[src/hdl/mrd_defs.svh]
`ifndef MRD_DEFS_SVH
`define MRD_DEFS_SVH

// --------------------
// sample memory geometry
// --------------------

// banks, one per residue mod 7
`define MRD_NBANK 7
// words per bank
`define MRD_DEPTH 64
// bank word address
`define MRD_WADDR 6
// point address, N up to 448
`define MRD_WPT 9

// --------------------
// datapath
// --------------------

// real or imag part width
`define MRD_WD 18
// butterfly lanes, radix up to 5
`define MRD_NLANE 5

`endif

[src/hdl/mrd_butterfly_addr.sv]
`timescale 1ns/1ps
`include "mrd_defs.svh"

module mrd_butterfly_addr
(
	input  logic                                   clk,
	input  logic                                   rst_n,
	input  logic                                   issue,
	input  logic [`MRD_WPT-1:0]                    group,
	input  logic [2:0]                             factor,
	input  logic [`MRD_WPT-1:0]                    count,
	output logic [`MRD_NLANE-1:0][`MRD_WPT-1:0]    addrs,
	output logic [`MRD_NLANE-1:0]                  lane_mask,
	output logic                                   addr_valid
);

// running sum group + j*count
logic [`MRD_NLANE-1:0][`MRD_WPT-1:0] sum;

// --------------------
// adder chain, no multiplier
// --------------------
always_comb
begin
	sum[0] = group;
	for (int j = 1; j < `MRD_NLANE; j++)
		sum[j] = sum[j-1] + count;
end

// control: valid and active lanes
always_ff @(posedge clk)
begin
	if (!rst_n)
	begin
		addr_valid <= 1'b0;
		lane_mask  <= '0;
	end
	else
	begin
		addr_valid <= issue;
		for (int j = 0; j < `MRD_NLANE; j++)
			lane_mask[j] <= issue && (3'(j) < factor);
	end
end

// point addresses
// lanes above the radix held at zero
always_ff @(posedge clk)
begin
	if (issue)
	begin
		for (int j = 0; j < `MRD_NLANE; j++)
			addrs[j] <= (3'(j) < factor) ? sum[j] : '0;
	end
end

endmodule

[config.mk]
export PLATFORM = sky130hd
export DESIGN_NAME = mrd_butterfly_addr
export DESIGN_NICKNAME = d
export VERILOG_FILES = /design/src/hdl/mrd_butterfly_addr.sv
export VERILOG_INCLUDE_DIRS = /design/src /design/src/hdl
export SDC_FILE = /design/constraint.sdc
export NUM_CORES = 1
export LEC_CHECK = 0
export ABC_AREA = 1
export BUFFER_PORTS_ARGS = -buffer_cell sky130_fd_sc_hd__buf_2
export CAP_MARGIN = 20
export CORE_MARGIN = 2
export CORE_UTILIZATION = 55
export DETAILED_ROUTE_END_ITERATION = 8
export PLACE_DENSITY = 0.83
export SLEW_MARGIN = 10
export SYNTH_ARGS = -nofsm -noshare
export SYNTH_HDL_FRONTEND = slang
export SYNTH_SLANG_ARGS = --single-unit
[constraint.sdc]
create_clock -name clk -period 13.43 [get_ports clk]
set_input_delay 2.686 -clock clk [delete_from_list [all_inputs] [get_ports clk]]
set_output_delay 2.686 -clock clk [all_outputs]
set_load 0.01 [all_outputs]
# Word-level counts from Yosys, hierarchy flattened
# Cells that the tools add are included.
# Widths: inputs -> output; s select.
# totals
regBits,51
inputBits,24
output_inout_bits,51
# classes
addsub,4
order_cmp,5
reduce_logical,5
# ops
cell,count
$add 9x9->9,4
$lt 1x3->1 const A,2
$lt 2x3->1 const A,2
$logic_and 1x1->1,5
$lt 3x3->1 const A,1

# Depth between registers and ports, before layout
# depth
depth_word,4
depth_mapped,27
depth_no_buf,27

# Least setup slack after synthesis
# Ideal clock, no wire load.
# synth_path
path_type,input-to-reg
start,in group[0]
end,"reg addrs[44] in the netlist's numbering, data pin"
t_arrival_ns,6.366
required_time_ns,13.153
setup_slack_ns,6.787
cell_stages,24
n_path_buf,0
cell_sequence,ha_1 fa_1 nand2_1 nand2_1 nand2_1 xor2_1 ha_1 a21o_1 inv_1 nand2_1 xor2_1 inv_1 ha_1 inv_1 o311ai_0 xor2_1 inv_1 ha_1 a21oi_1 o21ai_0 a21oi_1 inv_1 nand3_1 a21oi_2
# synth_lines
item,line,rtl
"start, declared",mrd_butterfly_addr.sv:9,"input logic [`MRD_WPT-1:0] group,"
"end signal, assigned by index",mrd_butterfly_addr.sv:53,addrs[j] <= (3'(j) < factor) ? sum[j] : '0;
"end, declared",mrd_butterfly_addr.sv:12,"output logic [`MRD_NLANE-1:0][`MRD_WPT-1:0] addrs,"

==> metrics.md <==
| Metric | Value |
|---|---|
| Outcome | finished, final reports clean |
| Max Cap Violations | 0 |
| Filler instances | 457 |
| Fin crit period | 7060 ps |
| Antenna Nets Post-Route | 0 |
| Die span in x | 81.1 µm |
| Synth Cell Area | roughly 3300 µm² |
| First-pass GRT wire length | 11.0 mm |
| IO Port Bufs | 74 |
| Die Area | 6580 µm² |
| CTS tree | yes |
| Post-synth EDFFs | 45 |
| Class of the most critical setup path | in -> reg |
| Synth Register Bits | 51 |
| Number of hold buffers added after cts | 0 |
| Postcts setup bufs | 0 |
| Initial Util | 55.9% |
| Max Slew Vio Count | 0 |
| Simple-Gate Fraction of Synth Area | 18.1% |
| Crit path launch type | input port |
| Min-Delay Path Class | in -> reg |
| Post-CTS sizing | 0 |
| Final Hold Fails | 0 |
| Max VDD drop | 0.0852 mV |
| Post-synthesis mux area share | 0% |
| Gr ovfl total | 0 |
| Ys flop type | edfxtp_1 |
| Power Dens Cells | roughly 180 nW/µm² |
| Die H | approximately 81 µm |
| Largest net degree at the start of global routing | 47 |
| Setup total negative slack | 0 ps |
| Area share of xor/xnor cells in the synthesized design | 5.09% |
| Unrepaired setup endpoints after global routing | false |
| DRC violations left | 0 |
| DR vias/cell | 5.12 |
| CORE AREA | approximately 5900 µm² |
| Complex-gate fraction of the synthesized area | 9.83% |
| Post-synthesis sequential area ratio | between 40% and 50% |
| Clock tree buffer depth | 2 |
| Initial DRC count | 93 |
| Num CTS Buffers | 5 |
| Post-Synthesis Cells | 353 |
| Placed insts | around 500 |
| Area delta synth->final | 16.5% |
| Routed WL | 6.74 mm |
| Leak pwr | 1.90 nW |
| Mapped Nets | 412 |
| Fmax | 0.142 GHz |
| Fin nets | 492 |
| Placer Congestion | 0.872 |
| Crit end category | register |
| Initial antenna violation count | 0 |
| Drt wl/cell | approximately 13 µm |
| CP Max Fanout | 4 |
| Via Count | 2604 |
| Required time of the worst setup path | between 10000 and 15000 ps |
| H-Tree Depth | 2 |
| Hpwl dp | 5.20 mm |
| Syn_area_per_cell | a little over 9 µm² |
| Ports | 75 |
| Endpoints failing setup | 0 |
| Worst-path clk slew | approximately 90 ps |
| Row Count | 28 |
| Netlist cell types | 35 |
| Finished Layout Cells | roughly 500 |
| Post-Synth Adder-Cell Area | 14.3% |
| Relative slew margins | 43.5% |
| Largest family of logic cells by synthesized area | simple AND/OR/NAND/NOR gates |
| DRT Pass-1 Iters | 4 |
| Root Buffer | clkbuf_8 |
| Layout cells sized above 1 | 24.4% |
| Clock sink count | 51 |
| N_diodes | 0 |
| Ys Warns | 0 |
| Crit. Startpoint | count[0] |
| Slew @ Worst Pin | 848 ps |
| Critical Path End | addrs[44]$_SDFFCE_PP0P_ |
| Worst path arrival time | 7090 ps |
| Fin crit share | 52.6% |
| Vias in the first global route | 2582 |
| Post-synth ARST share | 0% |
| Total GRT Usage | 21.8% |
| Worst Hold Depth | 2 |
==> power by group <==
group          internal, mW  total, mW  switching (mW)
clock                0.0367     0.0872          0.0505
sequential            0.213      0.220         0.00680
combinational         0.141      0.362           0.221
==> how the worst min path moves through the flow <==
stage / startpoint / endpoint / slack [ps]
2_1_floorplan: factor[0] / lane_mask[4]$_SDFF_PN0_ / 2800
3_3_place_gp: factor[0] / lane_mask[4]$_SDFF_PN0_ / 2940
3_5_place_dp: factor[0] / lane_mask[4]$_SDFF_PN0_ / 2950
4_1_cts: factor[0] / lane_mask[4]$_SDFF_PN0_ / 2640
5_1_grt: factor[0] / lane_mask[4]$_SDFF_PN0_ / 2650
6_report: factor[0] / lane_mask[4]$_SDFF_PN0_ / 2650
==> layout make-up <==
class                      count  area [µm²]  share of cell area (%)
sequential                    51        1470                    38.6
multi-input combinational    237        1550                    40.6
timing repair buffer          75         378                    9.91
clock buffer                   6        72.6                    1.90
tap                           75        93.8                    2.46
clock inverter                 2        11.3                   0.295
inverter                      63         236                    6.20
==> synth_stat cells, drive strengths merged, types with 2 or more instances <==
cell type / n / area (µm²)
a21o: 2 / 15.0
a21oi: 31 / 181
dfxtp: 6 / 120
edfxtp: 45 / 1350
fa: 4 / 80.1
ha: 31 / 388
inv: 62 / 233
nand2: 50 / 210
nand3: 15 / 95.1
nand4: 2 / 12.5
nor2: 54 / 210
nor3: 8 / 45.0
o21a: 3 / 22.5
o21ai: 5 / 25.0
o21bai: 5 / 37.5
o311ai: 2 / 17.5
or2: 2 / 12.5
xnor2: 4 / 35.0
xor2: 15 / 131
==> worst max-delay path: stages <==
cell	delay, ps
buf_2	120
ha_1	250
fa_1	410
nand2_1	100
nand2_1	90
nand2_1	120
xor2_1	300
ha_1	340
a31o_2	260
xor2_1	210
inv_1	80
ha_1	330
inv_1	90
o311ai_0	440
xor2_1	230
inv_1	70
ha_1	320
a21oi_1	130
o21ai_0	90
a21oi_1	200
inv_1	60
nand3_1	90
a21oi_2	60
==> kinds of logic (layout without fill, tap and decap cells) <==
| family | after synthesis | after routing |
|---|---|---|
| fa+ha+maj | 35 | 35 |
| flops | 51 | 51 |
| buf+inv | 65 | 146 |
| xor+xnor | 19 | 19 |
| compound gates | 51 | 51 |
| simple gates | 132 | 132 |
==> through the flow <==
stage               setup WS [ps]  utilization (%)  hold WS, ps  power (mW)  cell area (µm²)
detailed placement           6120             63.7         2950       0.582             3730
CTS                          6420             65.2         2640       0.671             3810
finish                       6370             65.2         2650       0.669             3810
global route                 6070             65.2         2650       0.730             3810
global placement             6300             63.7         2940       0.568             3730
floorplan                    6790                -         2800       0.495             3270
==> cells in the final DEF (no fill, tap or decap), drive strengths merged, types with 3 or more instances in the layout <==
cell	instances
buf	75
inv	63
nor2	54
nand2	50
edfxtp	45
ha	31
a21oi	31
xor2	15
nand3	15
nor3	8
dfxtp	6
clkbuf	6
o21bai	5
o21ai	5
xnor2	4
fa	4
o21a	3
==> per-layer routing <==
| metal | share of wire [%] | wire length [µm] | track usage, % |
|---|---|---|---|
| met1 | 42 | 2860 | 26.0 |
| met2 | 50 | 3340 | 39.0 |
| met3 | 5.3 | 360 | 3.22 |
| met4 | 2.7 | 179 | 8.98 |
| met5 | 0 | 0 | 0 |
==> sequential cells by signal, indices dropped and copies added (netlist names) <==
register    count
addrs          45
addr_valid      1
lane_mask       5
No activity file was read; power rests on OpenSTA's default activity.
