===== src/hdl/mrd_defs.svh =====
`ifndef MRD_DEFS_SVH
`define MRD_DEFS_SVH

// --------------------
// sample memory geometry
// --------------------

// banks, one per residue mod 7
`define MRD_NBANK 7
// words per bank
`define MRD_DEPTH 64
// bank word address
`define MRD_WADDR 6
// point address, N up to 448
`define MRD_WPT 9

// --------------------
// datapath
// --------------------

// real or imag part width
`define MRD_WD 18
// butterfly lanes, radix up to 5
`define MRD_NLANE 5

`endif


===== src/hdl/mrd_pkg.sv =====
`include "mrd_defs.svh"

package mrd_pkg;

	// --------------------
	// sample and lane types
	// --------------------

	// one complex sample, 36 bits
	typedef struct packed {
		logic signed [`MRD_WD-1:0] re;
		logic signed [`MRD_WD-1:0] im;
	} cplx_t;

	// bank request of one lane
	// bank 7 means lane unused
	typedef struct packed {
		logic [2:0]            bank;
		logic [`MRD_WADDR-1:0] word;
	} bank_req_t;

	typedef bank_req_t [`MRD_NLANE-1:0] lane_reqs_t;

	// read stream towards the butterflies
	typedef struct packed {
		logic                         valid;
		logic [`MRD_NLANE-1:0]        mask;
		logic [2:0]                   factor;
		cplx_t [`MRD_NLANE-1:0]       lanes;
	} rd_stream_t;

	// --------------------
	// register map
	// --------------------

	localparam logic [3:0] REG_CTRL = 4'h0;
	localparam logic [3:0] REG_GEOM = 4'h4;
	localparam logic [3:0] REG_STAT = 4'h8;

	// control word, bit 0 start, bit 1 clear done
	typedef struct packed {
		logic [29:0] rsvd;
		logic        clr_done;
		logic        start;
	} ctrl_fields_t;

	// geometry word, factor in [2:0], N in [11:3]
	typedef struct packed {
		logic [19:0]         rsvd;
		logic [`MRD_WPT-1:0] npts;
		logic [2:0]          factor;
	} geom_fields_t;

	// same write word, decoded per address
	typedef union packed {
		logic [31:0]  word;
		ctrl_fields_t ctrl_f;
		geom_fields_t geom_f;
	} cfg_word_u;

endpackage


===== src/hdl/mrd_cfg_regs.sv =====
`timescale 1ns/1ps
`include "mrd_defs.svh"

module mrd_cfg_regs
(
	input  logic                clk,
	input  logic                rst_n,

	// axi4-lite slave
	input  logic [3:0]          awaddr,
	input  logic                awvalid,
	output logic                awready,
	input  logic [31:0]         wdata,
	input  logic                wvalid,
	output logic                wready,
	output logic [1:0]          bresp,
	output logic                bvalid,
	input  logic                bready,
	input  logic [3:0]          araddr,
	input  logic                arvalid,
	output logic                arready,
	output logic [31:0]         rdata,
	output logic [1:0]          rresp,
	output logic                rvalid,
	input  logic                rready,

	// stage control
	input  logic                busy,
	input  logic                rd_end,
	output logic                start,
	output logic [2:0]          factor,
	output logic [`MRD_WPT-1:0] npts
);

logic en_q;
logic aw_hold;
logic w_hold;
logic [3:0] waddr_q;
mrd_pkg::cfg_word_u wdata_q;
mrd_pkg::cfg_word_u rd_word;
logic done;

// one transaction at a time, write wins a tie
assign awready = en_q && !aw_hold;
assign wready  = en_q && !w_hold;
assign arready = en_q && !aw_hold && !w_hold && !awvalid && !wvalid;
assign rresp   = 2'b00;

// --------------------
// readback mux
// --------------------
always_comb
begin
	rd_word.word = '0;
	case (araddr)
		mrd_pkg::REG_GEOM:
		begin
			rd_word.geom_f.factor = factor;
			rd_word.geom_f.npts   = npts;
		end
		mrd_pkg::REG_STAT:
		begin
			rd_word.word[0] = busy;
			rd_word.word[1] = done;
		end
		default:
			rd_word.word = '0;
	endcase
end

// --------------------
// channel handshakes and register writes
// --------------------
always_ff @(posedge clk)
begin
	if (!rst_n)
	begin
		en_q    <= 1'b0;
		aw_hold <= 1'b0;
		w_hold  <= 1'b0;
		bvalid  <= 1'b0;
		bresp   <= 2'b00;
		rvalid  <= 1'b0;
		start   <= 1'b0;
		done    <= 1'b0;
		factor  <= '0;
		npts    <= '0;
	end
	else
	begin
		start <= 1'b0;
		// re-arm once nothing is pending
		if (!en_q && !bvalid && !rvalid && !aw_hold && !w_hold)
			en_q <= 1'b1;
		if (awvalid && awready)
		begin
			aw_hold <= 1'b1;
			waddr_q <= awaddr;
		end
		if (wvalid && wready)
		begin
			w_hold       <= 1'b1;
			wdata_q.word <= wdata;
		end
		// both halves in, commit and answer next cycle
		if (aw_hold && w_hold)
		begin
			aw_hold <= 1'b0;
			w_hold  <= 1'b0;
			en_q    <= 1'b0;
			bvalid  <= 1'b1;
			bresp   <= 2'b00;
			if (waddr_q == mrd_pkg::REG_CTRL)
			begin
				// start ignored while a stage runs
				if (wdata_q.ctrl_f.start && !busy)
				begin
					start <= 1'b1;
					done  <= 1'b0;
				end
				if (wdata_q.ctrl_f.clr_done)
					done <= 1'b0;
			end
			else if (waddr_q == mrd_pkg::REG_GEOM)
			begin
				if (busy)
					bresp <= 2'b10;
				else
				begin
					factor <= wdata_q.geom_f.factor;
					npts   <= wdata_q.geom_f.npts;
				end
			end
		end
		if (bvalid && bready)
			bvalid <= 1'b0;
		if (arvalid && arready)
		begin
			en_q   <= 1'b0;
			rvalid <= 1'b1;
			rdata  <= rd_word.word;
		end
		if (rvalid && rready)
			rvalid <= 1'b0;
		// end of stage sets done
		if (rd_end)
			done <= 1'b1;
	end
end

// write response out alone, nothing else in flight
a_one_xfer: assert property (@(posedge clk) disable iff (!rst_n)
	bvalid |-> !aw_hold && !w_hold && !rvalid);

endmodule


===== config.mk =====
export PLATFORM = sky130hd
export DESIGN_NAME = mrd_cfg_regs
export DESIGN_NICKNAME = d
export VERILOG_FILES = /design/src/hdl/mrd_pkg.sv /design/src/hdl/mrd_cfg_regs.sv
export VERILOG_INCLUDE_DIRS = /design/src /design/src/hdl
export SDC_FILE = /design/constraint.sdc
export NUM_CORES = 1
export LEC_CHECK = 0
export ABC_AREA = 1
export BUFFER_PORTS_ARGS = -buffer_cell sky130_fd_sc_hd__buf_4
export CELL_PAD_IN_SITES_DETAIL_PLACEMENT = 0
export CELL_PAD_IN_SITES_GLOBAL_PLACEMENT = 1
export CORE_ASPECT_RATIO = 0.7
export CORE_MARGIN = 2
export CORE_UTILIZATION = 35
export DETAILED_ROUTE_END_ITERATION = 7
export GPL_TIMING_DRIVEN = 1
export PLACE_DENSITY = 0.95
export SLEW_MARGIN = 25
export SYNTH_ARGS = -nofsm -noshare
export SYNTH_HDL_FRONTEND = slang
export SYNTH_SLANG_ARGS = --single-unit

===== constraint.sdc =====
create_clock -name clk -period 4.6 [get_ports clk]
set_clock_uncertainty 0.2 [all_clocks]
set_input_delay 0.46 -clock clk [delete_from_list [all_inputs] [get_ports clk]]
set_output_delay 0.46 -clock clk [all_outputs]
set_load 0.02 [all_outputs]

After elaboration in Yosys (flattened, before gate mapping) --
Cells that the tools add are included.
Word-level totals: flip-flop bits (word level) 49, logic and storage cells 68
Cells by class: eq/ne operators 3, muxes and demuxes 10, bitwise operators 3, reduce and logical (&&, ||, !) cells 38
Operators by type and width (count):
- $logic_and A1 B1 Y1 | 16
- $eq A4 B3 Y1 const B | 2
- $logic_not A1 Y1 | 8
- $mux W1 | 6
- $mux W2 | 3
- $reduce_and A2 Y1 | 3
- $reduce_and A3 Y1 | 2
- $reduce_or A2 Y1 | 3
- $eq A4 B4 Y1 const B | 1
- $logic_not A4 Y1 | 1
- $pmux W2 S2 | 1
- $reduce_and A4 Y1 | 1
- $reduce_bool A2 Y1 | 2
- $not A1 Y1 | 3
- $reduce_bool A3 Y1 | 1
- $reduce_or A3 Y1 | 1

Longest topological paths before layout --
depth in word-level cells 7, depth in mapped cells 8, mapped depth without buffers 7

Worst setup path before layout --
No wires, ideal clock.
path kind reg2reg, start reg en_q, end reg rdata[0], enable pin, arrival 1.440 ns, setup slack 2.580 ns, stages on the path, launching flop included 5, path buffers 0, clock period less this slack 2.020 ns, path through dfxtp_1 -> inv_1 -> nor2_1 -> nand3_1 -> nor2_1
Between the ends: word-level cells in the longest chain between the ends 6
RTL lines:
- from (decl) | line mrd_cfg_regs.sv:35 | logic en_q;
- from (signal assigned) | line mrd_cfg_regs.sv:78 | en_q <= 1'b0;
- from (signal assigned) | line mrd_cfg_regs.sv:94 | en_q <= 1'b1;
- from (signal assigned) | line mrd_cfg_regs.sv:110 | en_q <= 1'b0;
- $logic_and A1 B1 Y1
- net awready | line mrd_cfg_regs.sv:12 | output logic awready,
- $logic_and A1 B1 Y1 (3 in series) | line mrd_cfg_regs.sv:46 | assign arready = en_q && !aw_hold && !w_hold && !awvalid && !wvalid;
- $logic_and A1 B1 Y1 | line mrd_cfg_regs.sv:137 | if (arvalid && arready)
- $reduce_and A2 Y1 (no line)
- to (signal assigned) | line mrd_cfg_regs.sv:141 | rdata <= rd_word.word;
- to (decl) | line mrd_cfg_regs.sv:22 | output logic [31:0] rdata,
The timed path passes the listed nets, and every way through them passes these cells. A chain may end at the register's enable or synchronous reset.

Worst setup path in the final report --
start reg w_hold, end reg rdata[9], enable pin
Between the ends: word-level cells in the longest chain between the ends 6
RTL lines:
- from (decl) | line mrd_cfg_regs.sv:37 | logic w_hold;
- from (signal assigned) | line mrd_cfg_regs.sv:80 | w_hold <= 1'b0;
- from (signal assigned) | line mrd_cfg_regs.sv:102 | w_hold <= 1'b1;
- from (signal assigned) | line mrd_cfg_regs.sv:109 | w_hold <= 1'b0;
- $logic_not A1 Y1 | line mrd_cfg_regs.sv:46
- $logic_and A1 B1 Y1 (3 in series) | line mrd_cfg_regs.sv:46
- $logic_and A1 B1 Y1 | line mrd_cfg_regs.sv:137
- $reduce_and A2 Y1 (no line)
No other way between the ends.

==> impl_results.md <==
- Grt ovf: 0
- Worst-path maximum fanout: 12
- Vias: between 1000 and 1500
- Flop pwr share: 55.2%
- Setup violators final: 0
- Min-delay src: bready
- Core area: 0.00573 mm²
- Buffers on Ports: 59
- Switching Share: 22.7%
- Crit-path cells: nor3_1, nand3_1, nor2_1
- RR Endpoint: rdata[9]
- Share of cells above drive strength 1: 25.4%
- Sw Pwr: 192 µW
- Int Pwr: 656 µW
- Number of max-cap violations: 0
- Routed Antenna Nets: 0
- Reg2Reg Depth: 3
- Number of fill cells in the layout: 572
- DRT iter0 DRCs: 46
- Pin count of the biggest net entering global routing: 18
- H-Tree Depth: 2
- CTS Buffer Depth: 2
- Seq cells post-synth: 48
- Part of the power in the clock network: about a third
- Highest clock rate: 0.479 GHz
- Antenna cells: 0
- Cell Rows: 23
- Post CTS Setup Buffer Count: 0
- Clock period minus final worst setup slack: 2090 ps
- Synthesized cell area: 0.00207 mm²
- Worst-margin pin slew: 871 ps
- Post-CTS Hold Buffers: 0
- Yosys Warn Count: 0
- Overall die area: between 0.006 and 0.007 mm²
- First-pass GRT wire length: 6.15 mm
- Outcome: finished clean
- LEAKAGE: 0.00117 µW
- DR WL/cell: between 10 and 15 µm
- Final period utilization: between 40% and 50%
- Sink Count: 48
- Pwr Density: 326 mW/mm²
- Initial antenna violation count: 0
- Combinational power share: 9.5%
- Slowest CP cell: nor2_1
- Critical Path AT: ~1800 ps
- DRT Pass-1 Iters: 4
- RR Startpoint: w_hold
- Setup crit end kind: register
- Critical path class: register to register
- Total track usage: 12.7%
- Area leader, netlist: edfxtp_1
- Hold Path Stages: 2
- I/O pins: 103
- Reg clk slew, reported paths: 90 ps
- Seq/Total Area, Yosys: 59.9%
- Worst Path Required: 4330 ps
- RSZ-0062 raised after global routing: no
- Maximum vdd drop: 0.152 mV
- Hold Crit Class: primary input to register
- Fin nets: 331
- Distinct cells, synth: 19
- CTS tree: yes
- Post-route DRC: 0
- CTS Buf Count: 5
- HPWL after detailed placement: 3.03 mm
- Die Span Y: around 68 µm
- TNS Setup: 0 ps
- R2r setup slk: 2510 ps
- Syn_area_per_cell: ~9.3 µm²
- Placed cells: 350
- CP Launch Type: register
- Worst-Skew Late Latency: 290 ps
- Layout area overhead: 25.5%
- Routed WL: about 3.8 mm
- Final hold vios: 0
- Initial Util: 36.2%
- Hold path endpoint: bvalid
- Post-synth top area share: 40.6%
- Largest cells by area after synthesis: edfxtp_1 41%, dfxtp_1 19%, buf_4 8.3%, nor2_1 8.2%, inv_1 6.7%
- Slew headroom: around two fifths
- Max incr delay on CP: ~700 ps
- PostCTS Resize Cnt: 0
- Cells after synthesis: 223
- Number of global-route vias before repair: 1344
- Slew Limit Fails: 0
- Via density: 4.01
- Root Buffer: clkbuf_8
- Placer Congestion: 0.801
- Post-Layout Cell Count: approximately 360
- Die Wd: 96.0 µm
[state kept, by name, summed over array words and instances, names as in the netlist, 3 cells and up]
| name | flops |
|---|---|
| factor | 3 |
| npts | 9 |
| rdata | 12 |
| waddr_q | 4 |
| wdata_q | 12 |
[cells in the final DEF, fill, tap and decap left out]
master	instances
buf_4	59
nor2_1	45
inv_1	37
edfxtp_1	28
nand2_1	27
conb_1	23
dfxtp_1	20
nand4_1	12
nand3_1	6
a21oi_1	6
clkbuf_8	5
o21ai_0	4
nor3_1	2
nand2_2	2
nor2_4	2
clkinv_4	2
and3_1	1
inv_2	1
bufinv_16	1
[stage by stage]
step           cell area, µm²  hold WS [ps]  setup WS, ps  power [µW]  util, %
2_1_floorplan            2150           239          2580         542        -
3_3_place_gp             2480           246          2350         557     43.4
3_5_place_dp             2480           255          2290         559     43.4
4_1_cts                  2600           111          2510         860     45.4
5_1_grt                  2600           113          2280         888     45.4
6_report                 2600           123          2510         848     45.4
[area by class of cell]
class | count | area (µm²) | area share, %
flip-flops and latches | 48 | 1240 | 47.7
clock inverters | 3 | 47.5 | 1.83
repair buffers | 59 | 443 | 17.0
inverters | 38 | 143 | 5.49
well taps | 75 | 93.8 | 3.61
clock buffers | 5 | 68.8 | 2.65
multi-input cells | 130 | 563 | 21.7
[worst max path at each step]
stage | startpoint | endpoint | depth (start not counted) | slack (ps)
floorplan | en_q | rdata[0] | 4 | 2580
global placement | awvalid | rdata[11] | 4 | 2350
detailed placement | awvalid | rdata[11] | 4 | 2290
CTS | w_hold | rdata[11] | 3 | 2510
global route | w_hold | rdata[3] | 3 | 2280
finish | w_hold | rdata[9] | 3 | 2510
[per-layer routing]
layer / global-route usage (%) / part of all wire [%] / vias up
li1: - / - / 776
met1: 16.3 / 48 / 606
met2: 19.1 / 42 / 48
met3: 4.30 / 8.6 / 5
met4: 6.43 / 1.7 / 0
met5: 0 / 0 / -
[synthesized netlist by cell type]
master     n
nor2_1    45
inv_1     37
edfxtp_1  28
nand2_1   27
buf_4     23
dfxtp_1   20
nand4_1   12
a21oi_1    6
nand3_1    6
buf_2      4
o21ai_0    4
nand2_2    2
nor2_4     2
nor3_1     2
and3_1     1
buf_6      1
clkbuf_1   1
conb_1     1
inv_2      1
[power groups by stage]
stage	Clock [µW]	Sequential (µW)	Combinational, µW
floorplan	0	479	63.1
global placement	0	478	78.9
detailed placement	0	478	80.9
CTS	311	468	81.1
global route	329	470	89.7
finish	299	468	80.7
[critical path: cells and delay by family (launching register included)]
kind / cells / cell delay [ps]
simple gates: 3 / 1170
flops: 1 / 350
[kinds of logic after synthesis]
kind of cell	count (synthesis)	share of synthesized area [%]
AND/OR/NAND/NOR	97	20.6
flip-flops	48	59.9
other	1	0.181
AO/OA/AOI/OAI	10	2.42
buffers and inverters	67	16.9
No activity file was read; power rests on OpenSTA's default activity.
