## src/hdl/mrd_defs.svh

```systemverilog
`ifndef MRD_DEFS_SVH
`define MRD_DEFS_SVH

// --------------------
// sample memory geometry
// --------------------

// banks, one per residue mod 7
`define MRD_NBANK 7
// words per bank
`define MRD_DEPTH 64
// bank word address
`define MRD_WADDR 6
// point address, N up to 448
`define MRD_WPT 9

// --------------------
// datapath
// --------------------

// real or imag part width
`define MRD_WD 18
// butterfly lanes, radix up to 5
`define MRD_NLANE 5

`endif

```

## src/hdl/mrd_pkg.sv

```systemverilog
`include "mrd_defs.svh"

package mrd_pkg;

	// --------------------
	// sample and lane types
	// --------------------

	// one complex sample, 36 bits
	typedef struct packed {
		logic signed [`MRD_WD-1:0] re;
		logic signed [`MRD_WD-1:0] im;
	} cplx_t;

	// bank request of one lane
	// bank 7 means lane unused
	typedef struct packed {
		logic [2:0]            bank;
		logic [`MRD_WADDR-1:0] word;
	} bank_req_t;

	typedef bank_req_t [`MRD_NLANE-1:0] lane_reqs_t;

	// read stream towards the butterflies
	typedef struct packed {
		logic                         valid;
		logic [`MRD_NLANE-1:0]        mask;
		logic [2:0]                   factor;
		cplx_t [`MRD_NLANE-1:0]       lanes;
	} rd_stream_t;

	// --------------------
	// register map
	// --------------------

	localparam logic [3:0] REG_CTRL = 4'h0;
	localparam logic [3:0] REG_GEOM = 4'h4;
	localparam logic [3:0] REG_STAT = 4'h8;

	// control word, bit 0 start, bit 1 clear done
	typedef struct packed {
		logic [29:0] rsvd;
		logic        clr_done;
		logic        start;
	} ctrl_fields_t;

	// geometry word, factor in [2:0], N in [11:3]
	typedef struct packed {
		logic [19:0]         rsvd;
		logic [`MRD_WPT-1:0] npts;
		logic [2:0]          factor;
	} geom_fields_t;

	// same write word, decoded per address
	typedef union packed {
		logic [31:0]  word;
		ctrl_fields_t ctrl_f;
		geom_fields_t geom_f;
	} cfg_word_u;

endpackage

```

## src/hdl/mrd_bank_map.sv

```systemverilog
`timescale 1ns/1ps
`include "mrd_defs.svh"

module mrd_bank_map
(
	input  logic                                   clk,
	input  logic                                   rst_n,
	input  logic [`MRD_NLANE-1:0][`MRD_WPT-1:0]    addrs,
	input  logic [`MRD_NLANE-1:0]                  lane_mask,
	output mrd_pkg::lane_reqs_t                    reqs
);

// quotient in the upper bits, remainder in [2:0]
logic [`MRD_NLANE-1:0][`MRD_WPT+2:0] qr;
logic clash;

// --------------------
// restoring divide by 7
// --------------------
function automatic logic [`MRD_WPT+2:0] div7(input logic [`MRD_WPT-1:0] a);
	logic [3:0] r;
	logic [`MRD_WPT-1:0] q;
	r = '0;
	q = '0;
	// msb first, one quotient bit per step
	for (int i = `MRD_WPT - 1; i >= 0; i--)
	begin
		r = {r[2:0], a[i]};
		if (r >= 4'd7)
		begin
			r    = r - 4'd7;
			q[i] = 1'b1;
		end
	end
	return {q, r[2:0]};
endfunction

for (genvar j = 0; j < `MRD_NLANE; j++)
begin : g_lane
	always_comb
		qr[j] = div7(addrs[j]);

	// remainder picks the bank, quotient the word
	always_ff @(posedge clk)
	begin
		if (!rst_n)
			reqs[j].bank <= 3'd7;
		else
			reqs[j].bank <= lane_mask[j] ? qr[j][2:0] : 3'd7;
		reqs[j].word <= qr[j][`MRD_WADDR+2:3];
	end
end

// --------------------
// bank conflict check
// --------------------
always_comb
begin
	clash = 1'b0;
	for (int a = 0; a < `MRD_NLANE; a++)
		for (int b = a + 1; b < `MRD_NLANE; b++)
			if (reqs[a].bank != 3'd7 && reqs[a].bank == reqs[b].bank)
				clash = 1'b1;
end

// N not a multiple of 7 keeps the lanes of a group apart
a_no_clash: assert property (@(posedge clk) disable iff (!rst_n) !clash);

endmodule

```

## config.mk

```make
export PLATFORM = sky130hd
export DESIGN_NAME = mrd_bank_map
export DESIGN_NICKNAME = d
export VERILOG_FILES = /design/src/hdl/mrd_pkg.sv /design/src/hdl/mrd_bank_map.sv
export VERILOG_INCLUDE_DIRS = /design/src /design/src/hdl
export SDC_FILE = /design/constraint.sdc
export NUM_CORES = 1
export LEC_CHECK = 0
export BUFFER_PORTS_ARGS = -buffer_cell sky130_fd_sc_hd__clkbuf_2
export CAP_MARGIN = 20
export CORE_MARGIN = 5
export CORE_UTILIZATION = 61
export CTS_CLUSTER_DIAMETER = 200
export DETAILED_ROUTE_END_ITERATION = 10
export PLACE_DENSITY_LB_ADDON = 0.2
export SETUP_SLACK_MARGIN = 0.5
export SYNTH_ARGS = -nofsm -noshare
export SYNTH_HDL_FRONTEND = slang
export SYNTH_SLANG_ARGS = --single-unit
```

## constraint.sdc

```tcl
create_clock -name clk -period 10.5 [get_ports clk]
set_input_delay 0 -clock clk [delete_from_list [all_inputs] [get_ports clk]]
set_output_delay 0 -clock clk [all_outputs]
set_load 0.01 [all_outputs]
```

# After elaboration in Yosys (flattened, before gate mapping)
# Cells that the tools add are included.
dict set report op_classes {
  add_sub_neg 35
  n_mul 0
  div 0
  n_lt_le_gt_ge 35
  eq_ne 0
  n_shift 0
  n_mux 65
  bitwise 0
  reduce_logical 5
}
# cell n
set ops {}
lappend ops {{$ge A4 B3 Y1 const B} 30}
lappend ops {{$mux W3} 35}
lappend ops {{$sub A3 B3 Y3 const B} 35}
lappend ops {{$mux W1} 30}
lappend ops {{$ge A3 B3 Y1 const B} 5}
lappend ops {{$reduce_and A2 Y1} 5}
dict set report totals {
  register_bits 45
  latch_bits 0
  ram_bits 0
  romBits 0
  out_inout_bits 45
  memories 0
}

# Logic depth before layout (Yosys ltp)
# Gate-level depths: netlist of the first run.
dict set report logic_depth {
  depth_word 14
  depth_mapped 34
}

# Worst setup path before layout of the first run
# Ideal clock, no wire load.
dict set report synth_timing {
  path_type {input to register}
  from {input port addrs[42] (netlist bit)}
  to {register reqs[43] (netlist bit)}
  t_arrival_ns 6.201
  required_ns 10.379
  setup_slack_ns 4.178
  path_stages 33
  n_path_buf 2
  cell_sequence {ha_1 -> ha_1 -> buf_6 -> nor2b_1 -> a21oi_1 -> inv_1 -> ha_1 -> a32oi_1 -> xnor2_1 -> ha_1 -> and4_4 -> a311o_2 -> o31a_1 -> or2_2 -> ha_1 -> a21boi_2 -> nor3_1 -> nor2_1 -> ha_1 -> clkbuf_1 -> a21oi_1 -> nand4_1 -> o211a_4 -> xor2_1 -> ha_1 -> a21o_1 -> xor2_1 -> ha_1 -> nand2_1 -> and3_1 -> a211o_1 -> mux2i_1 -> nand3_1}
}
dict set report synth_via {
  elab_chain_len 14
  word_cells_on_any_way 21
}
# element line_no
set synth_lines {}
lappend synth_lines {{from (decl)} mrd_bank_map.sv:8} ;# input logic [`MRD_NLANE-1:0][`MRD_WPT-1:0] addrs,
lappend synth_lines {{$sub A3 B3 Y3 / $ge A3 B3 Y1 (equally long branches)} {mrd_bank_map.sv:31, mrd_bank_map.sv:29}}
lappend synth_lines {{$mux W3 (*)} mrd_bank_map.sv:29} ;# if (r >= 4'd7)
lappend synth_lines {{$ge A4 B3 Y1 / $sub A3 B3 Y3 (equally long branches)} {mrd_bank_map.sv:29, mrd_bank_map.sv:31}}
lappend synth_lines {{$mux W3 (*)} mrd_bank_map.sv:29}
lappend synth_lines {{$ge A4 B3 Y1 / $sub A3 B3 Y3 (equally long branches)} {mrd_bank_map.sv:29, mrd_bank_map.sv:31}}
lappend synth_lines {{$mux W3 (*)} mrd_bank_map.sv:29}
lappend synth_lines {{$ge A4 B3 Y1 / $sub A3 B3 Y3 (equally long branches)} {mrd_bank_map.sv:29, mrd_bank_map.sv:31}}
lappend synth_lines {{$mux W3 (*)} mrd_bank_map.sv:29}
lappend synth_lines {{$ge A4 B3 Y1 / $sub A3 B3 Y3 (equally long branches)} {mrd_bank_map.sv:29, mrd_bank_map.sv:31}}
lappend synth_lines {{$mux W3 (*)} mrd_bank_map.sv:29}
lappend synth_lines {{$ge A4 B3 Y1 / $sub A3 B3 Y3 (equally long branches)} {mrd_bank_map.sv:29, mrd_bank_map.sv:31}}
lappend synth_lines {{$mux W3 (*)} mrd_bank_map.sv:29}
lappend synth_lines {{$ge A4 B3 Y1 / $sub A3 B3 Y3 (equally long branches)} {mrd_bank_map.sv:29, mrd_bank_map.sv:31}}
lappend synth_lines {{$mux W3 (*)} mrd_bank_map.sv:29}
lappend synth_lines {{to (decl)} mrd_bank_map.sv:10} ;# output mrd_pkg::lane_reqs_t reqs
# Every way passes the cells marked *; elsewhere a longest branch is shown, timed or not.
# A chain may end at the register's enable or synchronous reset.

# Worst setup path in the final report of the first run
# Ends and elaborated chain as after synthesis.

==> results of run 1 <==
[kinds of logic (layout without fill, tap and decap cells)]
| logic type | count (synthesis) | in the layout |
|---|---|---|
| buffers and inverters | 42 | 140 |
| and+or+nand+nor | 225 | 225 |
| xor gates and xnor gates | 20 | 20 |
| AOI/OAI and AO/OA | 176 | 176 |
| DFF | 45 | 45 |
| muxes | 26 | 26 |
| adders and majority gates | 40 | 40 |
[routing by layer]
metal  up-vias  global-route usage [%]
li1       2428                       -
met1      2269                    27.6
met2       167                    38.2
met3        16                    3.36
met4         0                    5.25
met5         -                       0
[critical path: cells and delay by family]
kind                       cells  cell delay [ns]
AOI/OAI and AO/OA              9             2.22
adders and majority gates      8             2.15
buffers and inverters          3             0.78
muxes                          1             0.18
xor gates and xnor gates       3             0.57
and+or+nand+nor                9             1.77
[cell usage after synthesis, drive strengths merged (9+ instances only)]
cell type / number / area [µm²]
dfxtp: 45 / 901
nand2: 44 / 165
ha: 40 / 500
inv: 29 / 109
nor2: 25 / 93.8
a21oi: 24 / 120
o21ai: 22 / 110
and2: 20 / 125
mux2i: 19 / 190
nand3: 19 / 100
nand3b: 15 / 113
nand2b: 13 / 81.3
nand4: 13 / 81.3
nor3: 13 / 70.1
xor2: 13 / 114
nor3b: 10 / 75.1
o211ai: 9 / 72.6
o31ai: 9 / 105
or2: 9 / 56.3
[how the worst max path moves through the flow]
stage                          from             endpoint  slack, ns
final                     addrs[42]  reqs[43]$_SDFF_PN1_       3.04
after global routing      addrs[42]  reqs[43]$_SDFF_PN1_       2.44
after CTS                 addrs[42]  reqs[43]$_SDFF_PN1_       3.06
after detailed placement  addrs[42]  reqs[43]$_SDFF_PN1_       3.28
after global placement    addrs[42]  reqs[43]$_SDFF_PN1_       3.41
after floorplan           addrs[42]  reqs[43]$_SDFF_PN1_       4.18
[layout make-up]
cell class              count  area, µm²
clock buffers               7       76.3
clock inverters             1       7.51
fillers                   642       2190
inverters                  29        109
multi-input cells         487       3690
flip-flops and latches     45        901
well taps                 102        128
repair buffers            103        546
[what timing repair did]
action	CTS	global route
gates resized for setup	0	0
hold buffers	6	0
hold endpoints to repair	6	0
setup endpoints to repair	0	0
[where the power goes]
part / switching [mW] / leakage, nW / internal [mW]
Sequential: 0.0162 / 0.377 / 0.226
Combinational: 0.368 / 1.97 / 0.275
Clock: 0.0606 / 0.0385 / 0.0472
==> impl_metrics.yaml, run 1 <==
outcome:
  status: "finished, violations left"
  violations: "hold timing"
yosys:
  synth_compound_area_share_pct: 29.9
  syn_area_mm2: 0.00476
  synth_cell_types: 90
  synthAdderAreaFrac_pct: 10.5
  synthFlopType: "dfxtp_1"
  synthArstFlopShare_pct: 0
  syn_area_per_cell_um2: 8.29
  syn_nets: 666
  ys_seq_area_share_pct: 18.9
  synth-simple-area-share_pct: 27.7
  synthCells: 574
  synth-xor-area-share_pct: 3.68
  synth_top_family_by_area: "compound AO/OA/AOI/OAI gates"
  ys_ff_latch: 45
  ys.warnings.count: 0
  synth-edff-count: 0
  synth_mux_area_share_pct: 5.74
critical_path:
  startpoint_type: "input port"
  crit_path_top_delay_cell: "nor4_1"
  crit_required_ns: 10.68
  critical_path_class: "input port to register"
  crit_top_cell: "ha_1"
  crit_path_max_fanout: 9
  slowest_delay_ns: 0.62
  arrival_ns: 7.65
  cp-end-kind: "register"
cells_and_area:
  largest_reg_flops: 45
  final_cell_mix: "clkbuf_2 (97), dfxtp_1 (45), nand2_1 (44)"
  syn_to_final_growth_pct: 14.7
  fin_util_pct: 71.3
  drive_gt1_share_pct: 20.8
  top_register: "reqs"
  layout_commonest_cell: "clkbuf_2"
  fin_cells: 774
  final_area_mm2: 0.00545
  reg.largest.list: "reqs (45)"
  final_nets: 763
  insertedDiodeCount: 0
sta:
  drv_slew: 0
  fin_ws_ns: 3.04
  rsz0062_at_grt: "false"
  setup_total_negative_slack_ns: 0
  max_freq_mhz: 134
  worst_pin_slew_ns: 0.706
  final_hold_viol_count: 1
  maxSlewHeadroom_pct: 52.9
  setup_viol: 0
  timing.final.crit_period_ns: 7.46
  period_share_pct: 71.1
  worst_hold_slack_ns: -0.000704
clock_tree:
  clk_pin_slew_ns: 0.09
  cts.sinks: 45
  cts_tree: "done"
  cts_buffers: 5
  clock_path_buffers: 2
  post_cts_buffers: 0
  htree_levels: 2
  cts-root-buf: "clkbuf_8"
place:
  gp_congestion: 0.906
  dp.cells: 759
  dpl.hpwl_mm: 8.99
  placed_area_mm2: 0.00530
  place_ws_ns: 3.28
  portBuffers: 96
detailed_routing:
  vias_per_cell: 6.30
  met2_length_mm: 5.45
  antenna_left: 0
  drt_pre_antenna_iters: 6
  m1WireLength_mm: 4.97
  drc: 0
  routed_wl_mm: 11.3
  drt_iter0_drc: 186
  via_count: 4880
  met3_length_um: 737
  wl_per_cell_um: 14.6
  highest_layer: "met4"
worst_hold_path:
  hp-start: "rst_n"
  hp-class: "input port to register"
  min_to: "reqs[42]$_SDFF_PN1_"
  whs_path_depth: 2
power:
  finalPower_uw: 993
  cellLeakagePower_nw: 2.39
  vdd_drop_max_mv: 0.0781
  cellPowerDensity_mw_per_mm2: 182
global_routing:
  antenna_found_initial: 0
  grt_start_max_net_pins: 14
  grt_pass1_wl_mm: 18.5
  grt_usage_pct: 21.7
  grt_remaining_overflow: 0
  grt_pass1_vias: 4335
floorplan:
  start_util_pct: 62.2
  pin_count: 97
  dieArea_mm2: 0.00966
  core_mm2: 0.00765
  die-width_um: 98.3
  die_y_um: 98.3
  rows: 32
run:
  maxCapViolCount: 0
No activity file was read; power rests on OpenSTA's default activity.
==> run 2, diff against run 1 <==
- CORE_UTILIZATION: 61 -> 57
- clock period: 10.5 -> 6.9 ns (I/O delays scaled with it)
==> run 2 against run 1 <==
The run now ends clean. Utilization increased by 2.5 points. Sequential share of layout area fell by 1.6 points. Sequential power grew 53%. Clock-buffer cell count decreased by 2. Critical path depth fell by 1. Routed wire length rose by 13%. Cell area grew 11%. Global-route usage rose by 0.95 points. First-iteration DRC count up 31%. Largest power group unchanged. Non-clock buffer count rose by 26. Via count up 2.5%.
==> impl_metrics.yaml, run 2 (synthesis results as in run 1) <==
outcome:
  status: "complete, no violations"
sta:
  rsz0062_at_grt: "false"
  maxSlewHeadroom_pct: 40.8
  worst_pin_slew_ns: 0.874
  period_share_pct: 88.8
  max_freq_mhz: 163
  drv_slew: 0
  timing.final.crit_period_ns: 6.13
  final_hold_viol_count: 0
  setup_viol: 0
clock_tree:
  cts_buffers: 5
  htree_levels: 2
  cts-root-buf: "clkbuf_8"
  cts_tree: "done"
  clk_pin_slew_ns: 0.11
  cts.sinks: 45
  clock_path_buffers: 2
critical_path:
  cp_num_cells: 32
  slowest_delay_ns: 0.43
  crit_family: "compound AO/OA/AOI/OAI gates"
  crit_required_ns: 7.10
  critical_path_class: "input port to register"
  crit_path_max_fanout: 9
  startpoint_type: "input port"
  crit_top_cell: "ha_2"
  arrival_ns: 6.32
  crit_path_end: "reqs[43]$_SDFF_PN1_"
  path_buf_inv: 2
  crit_path_top_delay_cell: "a311o_2"
  startpoint: "addrs[42]"
  cp-end-kind: "register"
global_routing:
  antenna_found_initial: 0
  grt_pass1_vias: 4609
  grt_remaining_overflow: 0
  grt_start_max_net_pins: 16
  grt_pass1_wl_mm: 19.8
  grt_usage_pct: 22.6
  grt.met2_usage_pct: 41.4
  grtUsageMet1_pct: 27.5
  grt-busiest-layer: "met2"
  globalRouteMet3Util_pct: 3.17
detailed_routing:
  vias_per_cell: 6.23
  drc: 0
  wl_per_cell_um: 15.9
  via_count: 5003
  antenna_left: 0
  routed_wl_mm: 12.8
  drt_pre_antenna_iters: 5
  drt_iter0_drc: 244
floorplan:
  die-width_um: 101
  start_util_pct: 58.2
  rows: 33
  die_y_um: 101
  dieArea_mm2: 0.0103
  pin_count: 97
  core_mm2: 0.00818
cells_and_area:
  fill_cells: 621
  final_nets: 789
  multi_input_area_mm2: 0.00401
  fin_cells: 803
  top_register: "reqs"
  layout_commonest_cell: "clkbuf_2"
  drive_gt1_share_pct: 30.9
  insertedDiodeCount: 0
  largest_reg_flops: 45
  regArea_um2: 901
  syn_to_final_growth_pct: 26.9
  reg.largest.list: "reqs (45)"
  final_cell_mix: "clkbuf_2 (97), dfxtp_1 (45), nand2_1 (44)"
worst_hold_path:
  hp-class: "input port to register"
  whs_path_depth: 3
power:
  vdd_drop_max_mv: 0.122
  cellPowerDensity_mw_per_mm2: 288
  cellLeakagePower_nw: 2.57
  finalPower_mw: 1.74
place:
  gp_congestion: 0.871
  portBuffers: 96
  dp.cells: 774
  dpl.hpwl_mm: 9.39
run:
  maxCapViolCount: 0
-- run 2: cell count changes in the layout (fill, tap and decap cells not counted), moves of 3 or more --
cell     before  now
buf_4         0   25
ha_1         40   16
ha_2          0   18
ha_4          0    6
xor2_1       13    8
xor2_2        0    5
a21oi_1      24   21
a21oi_2       0    3
mux2i_1      19   16
-- run 2: per-layer routing --
layer | part of all wire (%) | routed length [µm]
met2 | 51 | 6580
met3 | 5.1 | 658
met4 | 1.6 | 201
met1 | 42 | 5360
met5 | 0 | 0
-- run 2: where the power goes --
part | internal (mW) | total, mW | switching, mW | leakage, nW
Sequential | 0.344 | 0.371 | 0.0270 | 0.377
Combinational | 0.497 | 1.12 | 0.620 | 2.12
Clock | 0.146 | 0.253 | 0.107 | 0.0687
-- run 2: layout make-up --
cell class	count	area share [%]
Tap cell	105	2.18
Clock inverter	3	1.14
Multi-Input combinational cell	487	66.5
Timing Repair Buffer	129	12.3
Clock buffer	5	1.14
Sequential cell	45	14.9
Inverter	29	1.80
-- run 2: how the worst min path moves through the flow --
stage / from / end / slack, ns
5_1_grt: lane_mask[2] / reqs[24]$_SDFF_PN1_ / 0.02
6_report: addrs[0] / reqs[6]$_SDFF_PN1_ / 0.03
4_1_cts: addrs[0] / reqs[6]$_SDFF_PN1_ / 0.007
3_3_place_gp: lane_mask[3] / reqs[33]$_SDFF_PN1_ / 0.20
2_1_floorplan: rst_n / reqs[42]$_SDFF_PN1_ / 0.07
3_5_place_dp: lane_mask[3] / reqs[33]$_SDFF_PN1_ / 0.20
-- run 2: tightest hold or removal path, delay by kind of cell --
| family | cells | cell delay (ns) |
|---|---|---|
| AOI/OAI and AO/OA | 2 | 0.19 |
| buffers and inverters | 1 | 0.11 |
-- run 2: through the flow --
step	worst slack [ns]	utilization, %	area (µm²)	hold slack, ns	setup TNS [ns]
floorplan	0.578	-	4760	0.0718	0
global placement	-0.118	66.0	5400	0.199	-0.118
detailed placement	-0.268	66.0	5400	0.202	-0.563
CTS	0.435	69.8	5700	0.00680	0
global route	0.448	73.8	6030	0.0174	0
finish	0.774	73.8	6030	0.0320	0
-- run 2: timing repair --
item,in CTS,in global routing
endpoints found under the setup margin,12,20
pin swaps,3,17
hold endpoints to repair,7,0
buffers inserted,0,13
resized for setup,18,47
hold buffers,7,0
==> run 3, diff against run 2 <==
- GPL_TIMING_DRIVEN: not set -> 0
==> run 3 against run 2 <==
Maximum frequency decreased by 2.1%. Global-route usage decreased by 0.75 points. Worst setup slack got worse by 0.13 ns. Utilization increased by 1.9 points. Highest routed layer unchanged.
==> impl_metrics.yaml, run 3 (synthesis results as in run 1) <==
outcome:
  status: "complete, no violations"
place:
  place_ws_ns: -0.484
  gp_congestion: 0.901
  dp.cells: 775
  portBuffers: 96
  placed_area_mm2: 0.00537
  dpl.hpwl_mm: 8.99
detailed_routing:
  drt_iter0_drc: 142
  routed_wl_mm: 13.1
  drt_pre_antenna_iters: 4
  via_count: 5121
  antenna_left: 0
  vias_per_cell: 6.24
  drc: 0
  wl_per_cell_um: 16.0
floorplan:
  pin_count: 97
  die-width_um: 101
  core_mm2: 0.00818
  start_util_pct: 58.2
  dieArea_mm2: 0.0103
  die_y_um: 101
  rows: 33
global_routing:
  grt_usage_pct: 21.9
  antenna_found_initial: 0
  grt_pass1_wl_mm: 19.2
  grt_remaining_overflow: 0
  grt.met2_usage_pct: 39.2
  grt_start_max_net_pins: 16
  grt-busiest-layer: "met2"
  grt_pass1_vias: 4525
  globalRouteMet3Util_pct: 3.44
  grtUsageMet1_pct: 26.9
sta:
  period_share_pct: 90.7
  drv_slew: 0
  rsz0062_at_grt: "true"
  timing.final.crit_period_ns: 6.26
  final_hold_viol_count: 0
  fin_ws_ns: 0.640
  worst_pin_slew_ns: 0.670
  maxSlewHeadroom_pct: 55.1
  max_freq_mhz: 160
  setup_viol: 0
clock_tree:
  clock_path_buffers: 2
  cts_tree: "done"
  cts_buffers: 5
  cts.sinks: 45
  cts-root-buf: "clkbuf_8"
  htree_levels: 2
  clk_pin_slew_ns: 0.10
power:
  vdd_drop_max_mv: 0.143
  cellPowerDensity_mw_per_mm2: 279
  cellLeakagePower_nw: 2.63
  finalPower_mw: 1.73
critical_path:
  crit_top_cell: "ha_1"
  arrival_ns: 6.46
  crit_family: "compound AO/OA/AOI/OAI gates"
  crit_path_max_fanout: 8
  startpoint_type: "input port"
  cp-end-kind: "register"
  critical_path_class: "input port to register"
  path_buf_inv: 6
  slowest_delay_ns: 0.56
  crit_required_ns: 7.10
  crit_path_top_delay_cell: "or4_1"
cells_and_area:
  multi_input_area_mm2: 0.00410
  syn_to_final_growth_pct: 30.1
  largest_reg_flops: 45
  insertedDiodeCount: 0
  regArea_um2: 901
  final_area_mm2: 0.00619
  reg.largest.list: "reqs (45)"
  fin_cells: 821
  layout_commonest_cell: "clkbuf_2"
  final_nets: 807
  drive_gt1_share_pct: 32.4
  fill_cells: 598
  final_cell_mix: "clkbuf_2 (99), dfxtp_1 (45), nand2_1 (41)"
  top_register: "reqs"
run:
  maxCapViolCount: 0
worst_hold_path:
  hp-class: "input port to register"
## run 3: cell count changes in the layout (fill, tap and decap cells not counted), sizes merged
cell         change
clkinvlp         +1
clkbuf           +6
bufinv           -2
dlygate4sd3      +1
clkinv           +1
buf             +11
## run 3: tightest hold or removal path: stages
cell and delay [ns]:
clkbuf_2 0.07, and2_1 0.16, nand2_1 0.06
## run 3: path summary, 6_finish.rpt
check | end | start | cells after the start
setup / recovery | reqs[15]$_SDFF_PN1_ | addrs[15] | 33
hold / removal | reqs[24]$_SDFF_PN1_ | lane_mask[2] | 3
## run 3: final cells by class
type / count / area share (%)
Clock inverter: 3 / 0.344
Inverter: 29 / 1.76
Sequential cell: 45 / 14.6
Multi-Input combinational cell: 487 / 66.3
Buffer: 13 / 1.13
Clock buffer: 5 / 1.11
Tap cell: 105 / 2.12
Timing Repair Buffer: 134 / 12.7
## run 3: where the power goes
part	switching [mW]	internal, mW	total, mW
registers	0.0272	0.344	0.371
clock network	0.107	0.0723	0.179
logic	0.641	0.537	1.18
total	0.775	0.953	1.73
## run 3: metal layers
metal / vias up / wire length [µm]
li1: 2524 / -
met1: 2431 / 5500
met2: 146 / 6700
met3: 20 / 715
met4: 0 / 182
met5: - / 0
## run 3: metrics by stage
| step | hold slack (ns) | setup TNS [ns] | utilization [%] |
|---|---|---|---|
| finish | 0.0155 | 0 | 75.7 |
| floorplan | 0.0718 | 0 | - |
| detailed placement | 0.207 | -3.95 | 65.7 |
| global route | 0.0250 | 0 | 75.7 |
| CTS | 0.0140 | 0 | 70.3 |
| global placement | 0.202 | -1.24 | 65.7 |
## run 3: timing repair
item | 4_1_cts | 5_1_grt
setup endpoints to repair | 16 | 20
setup buffers | 8 | 22
endpoints found under the hold margin | 8 | 0
gates resized for setup | 30 | 54
pin swaps | 9 | 25
hold buffers | 8 | 0
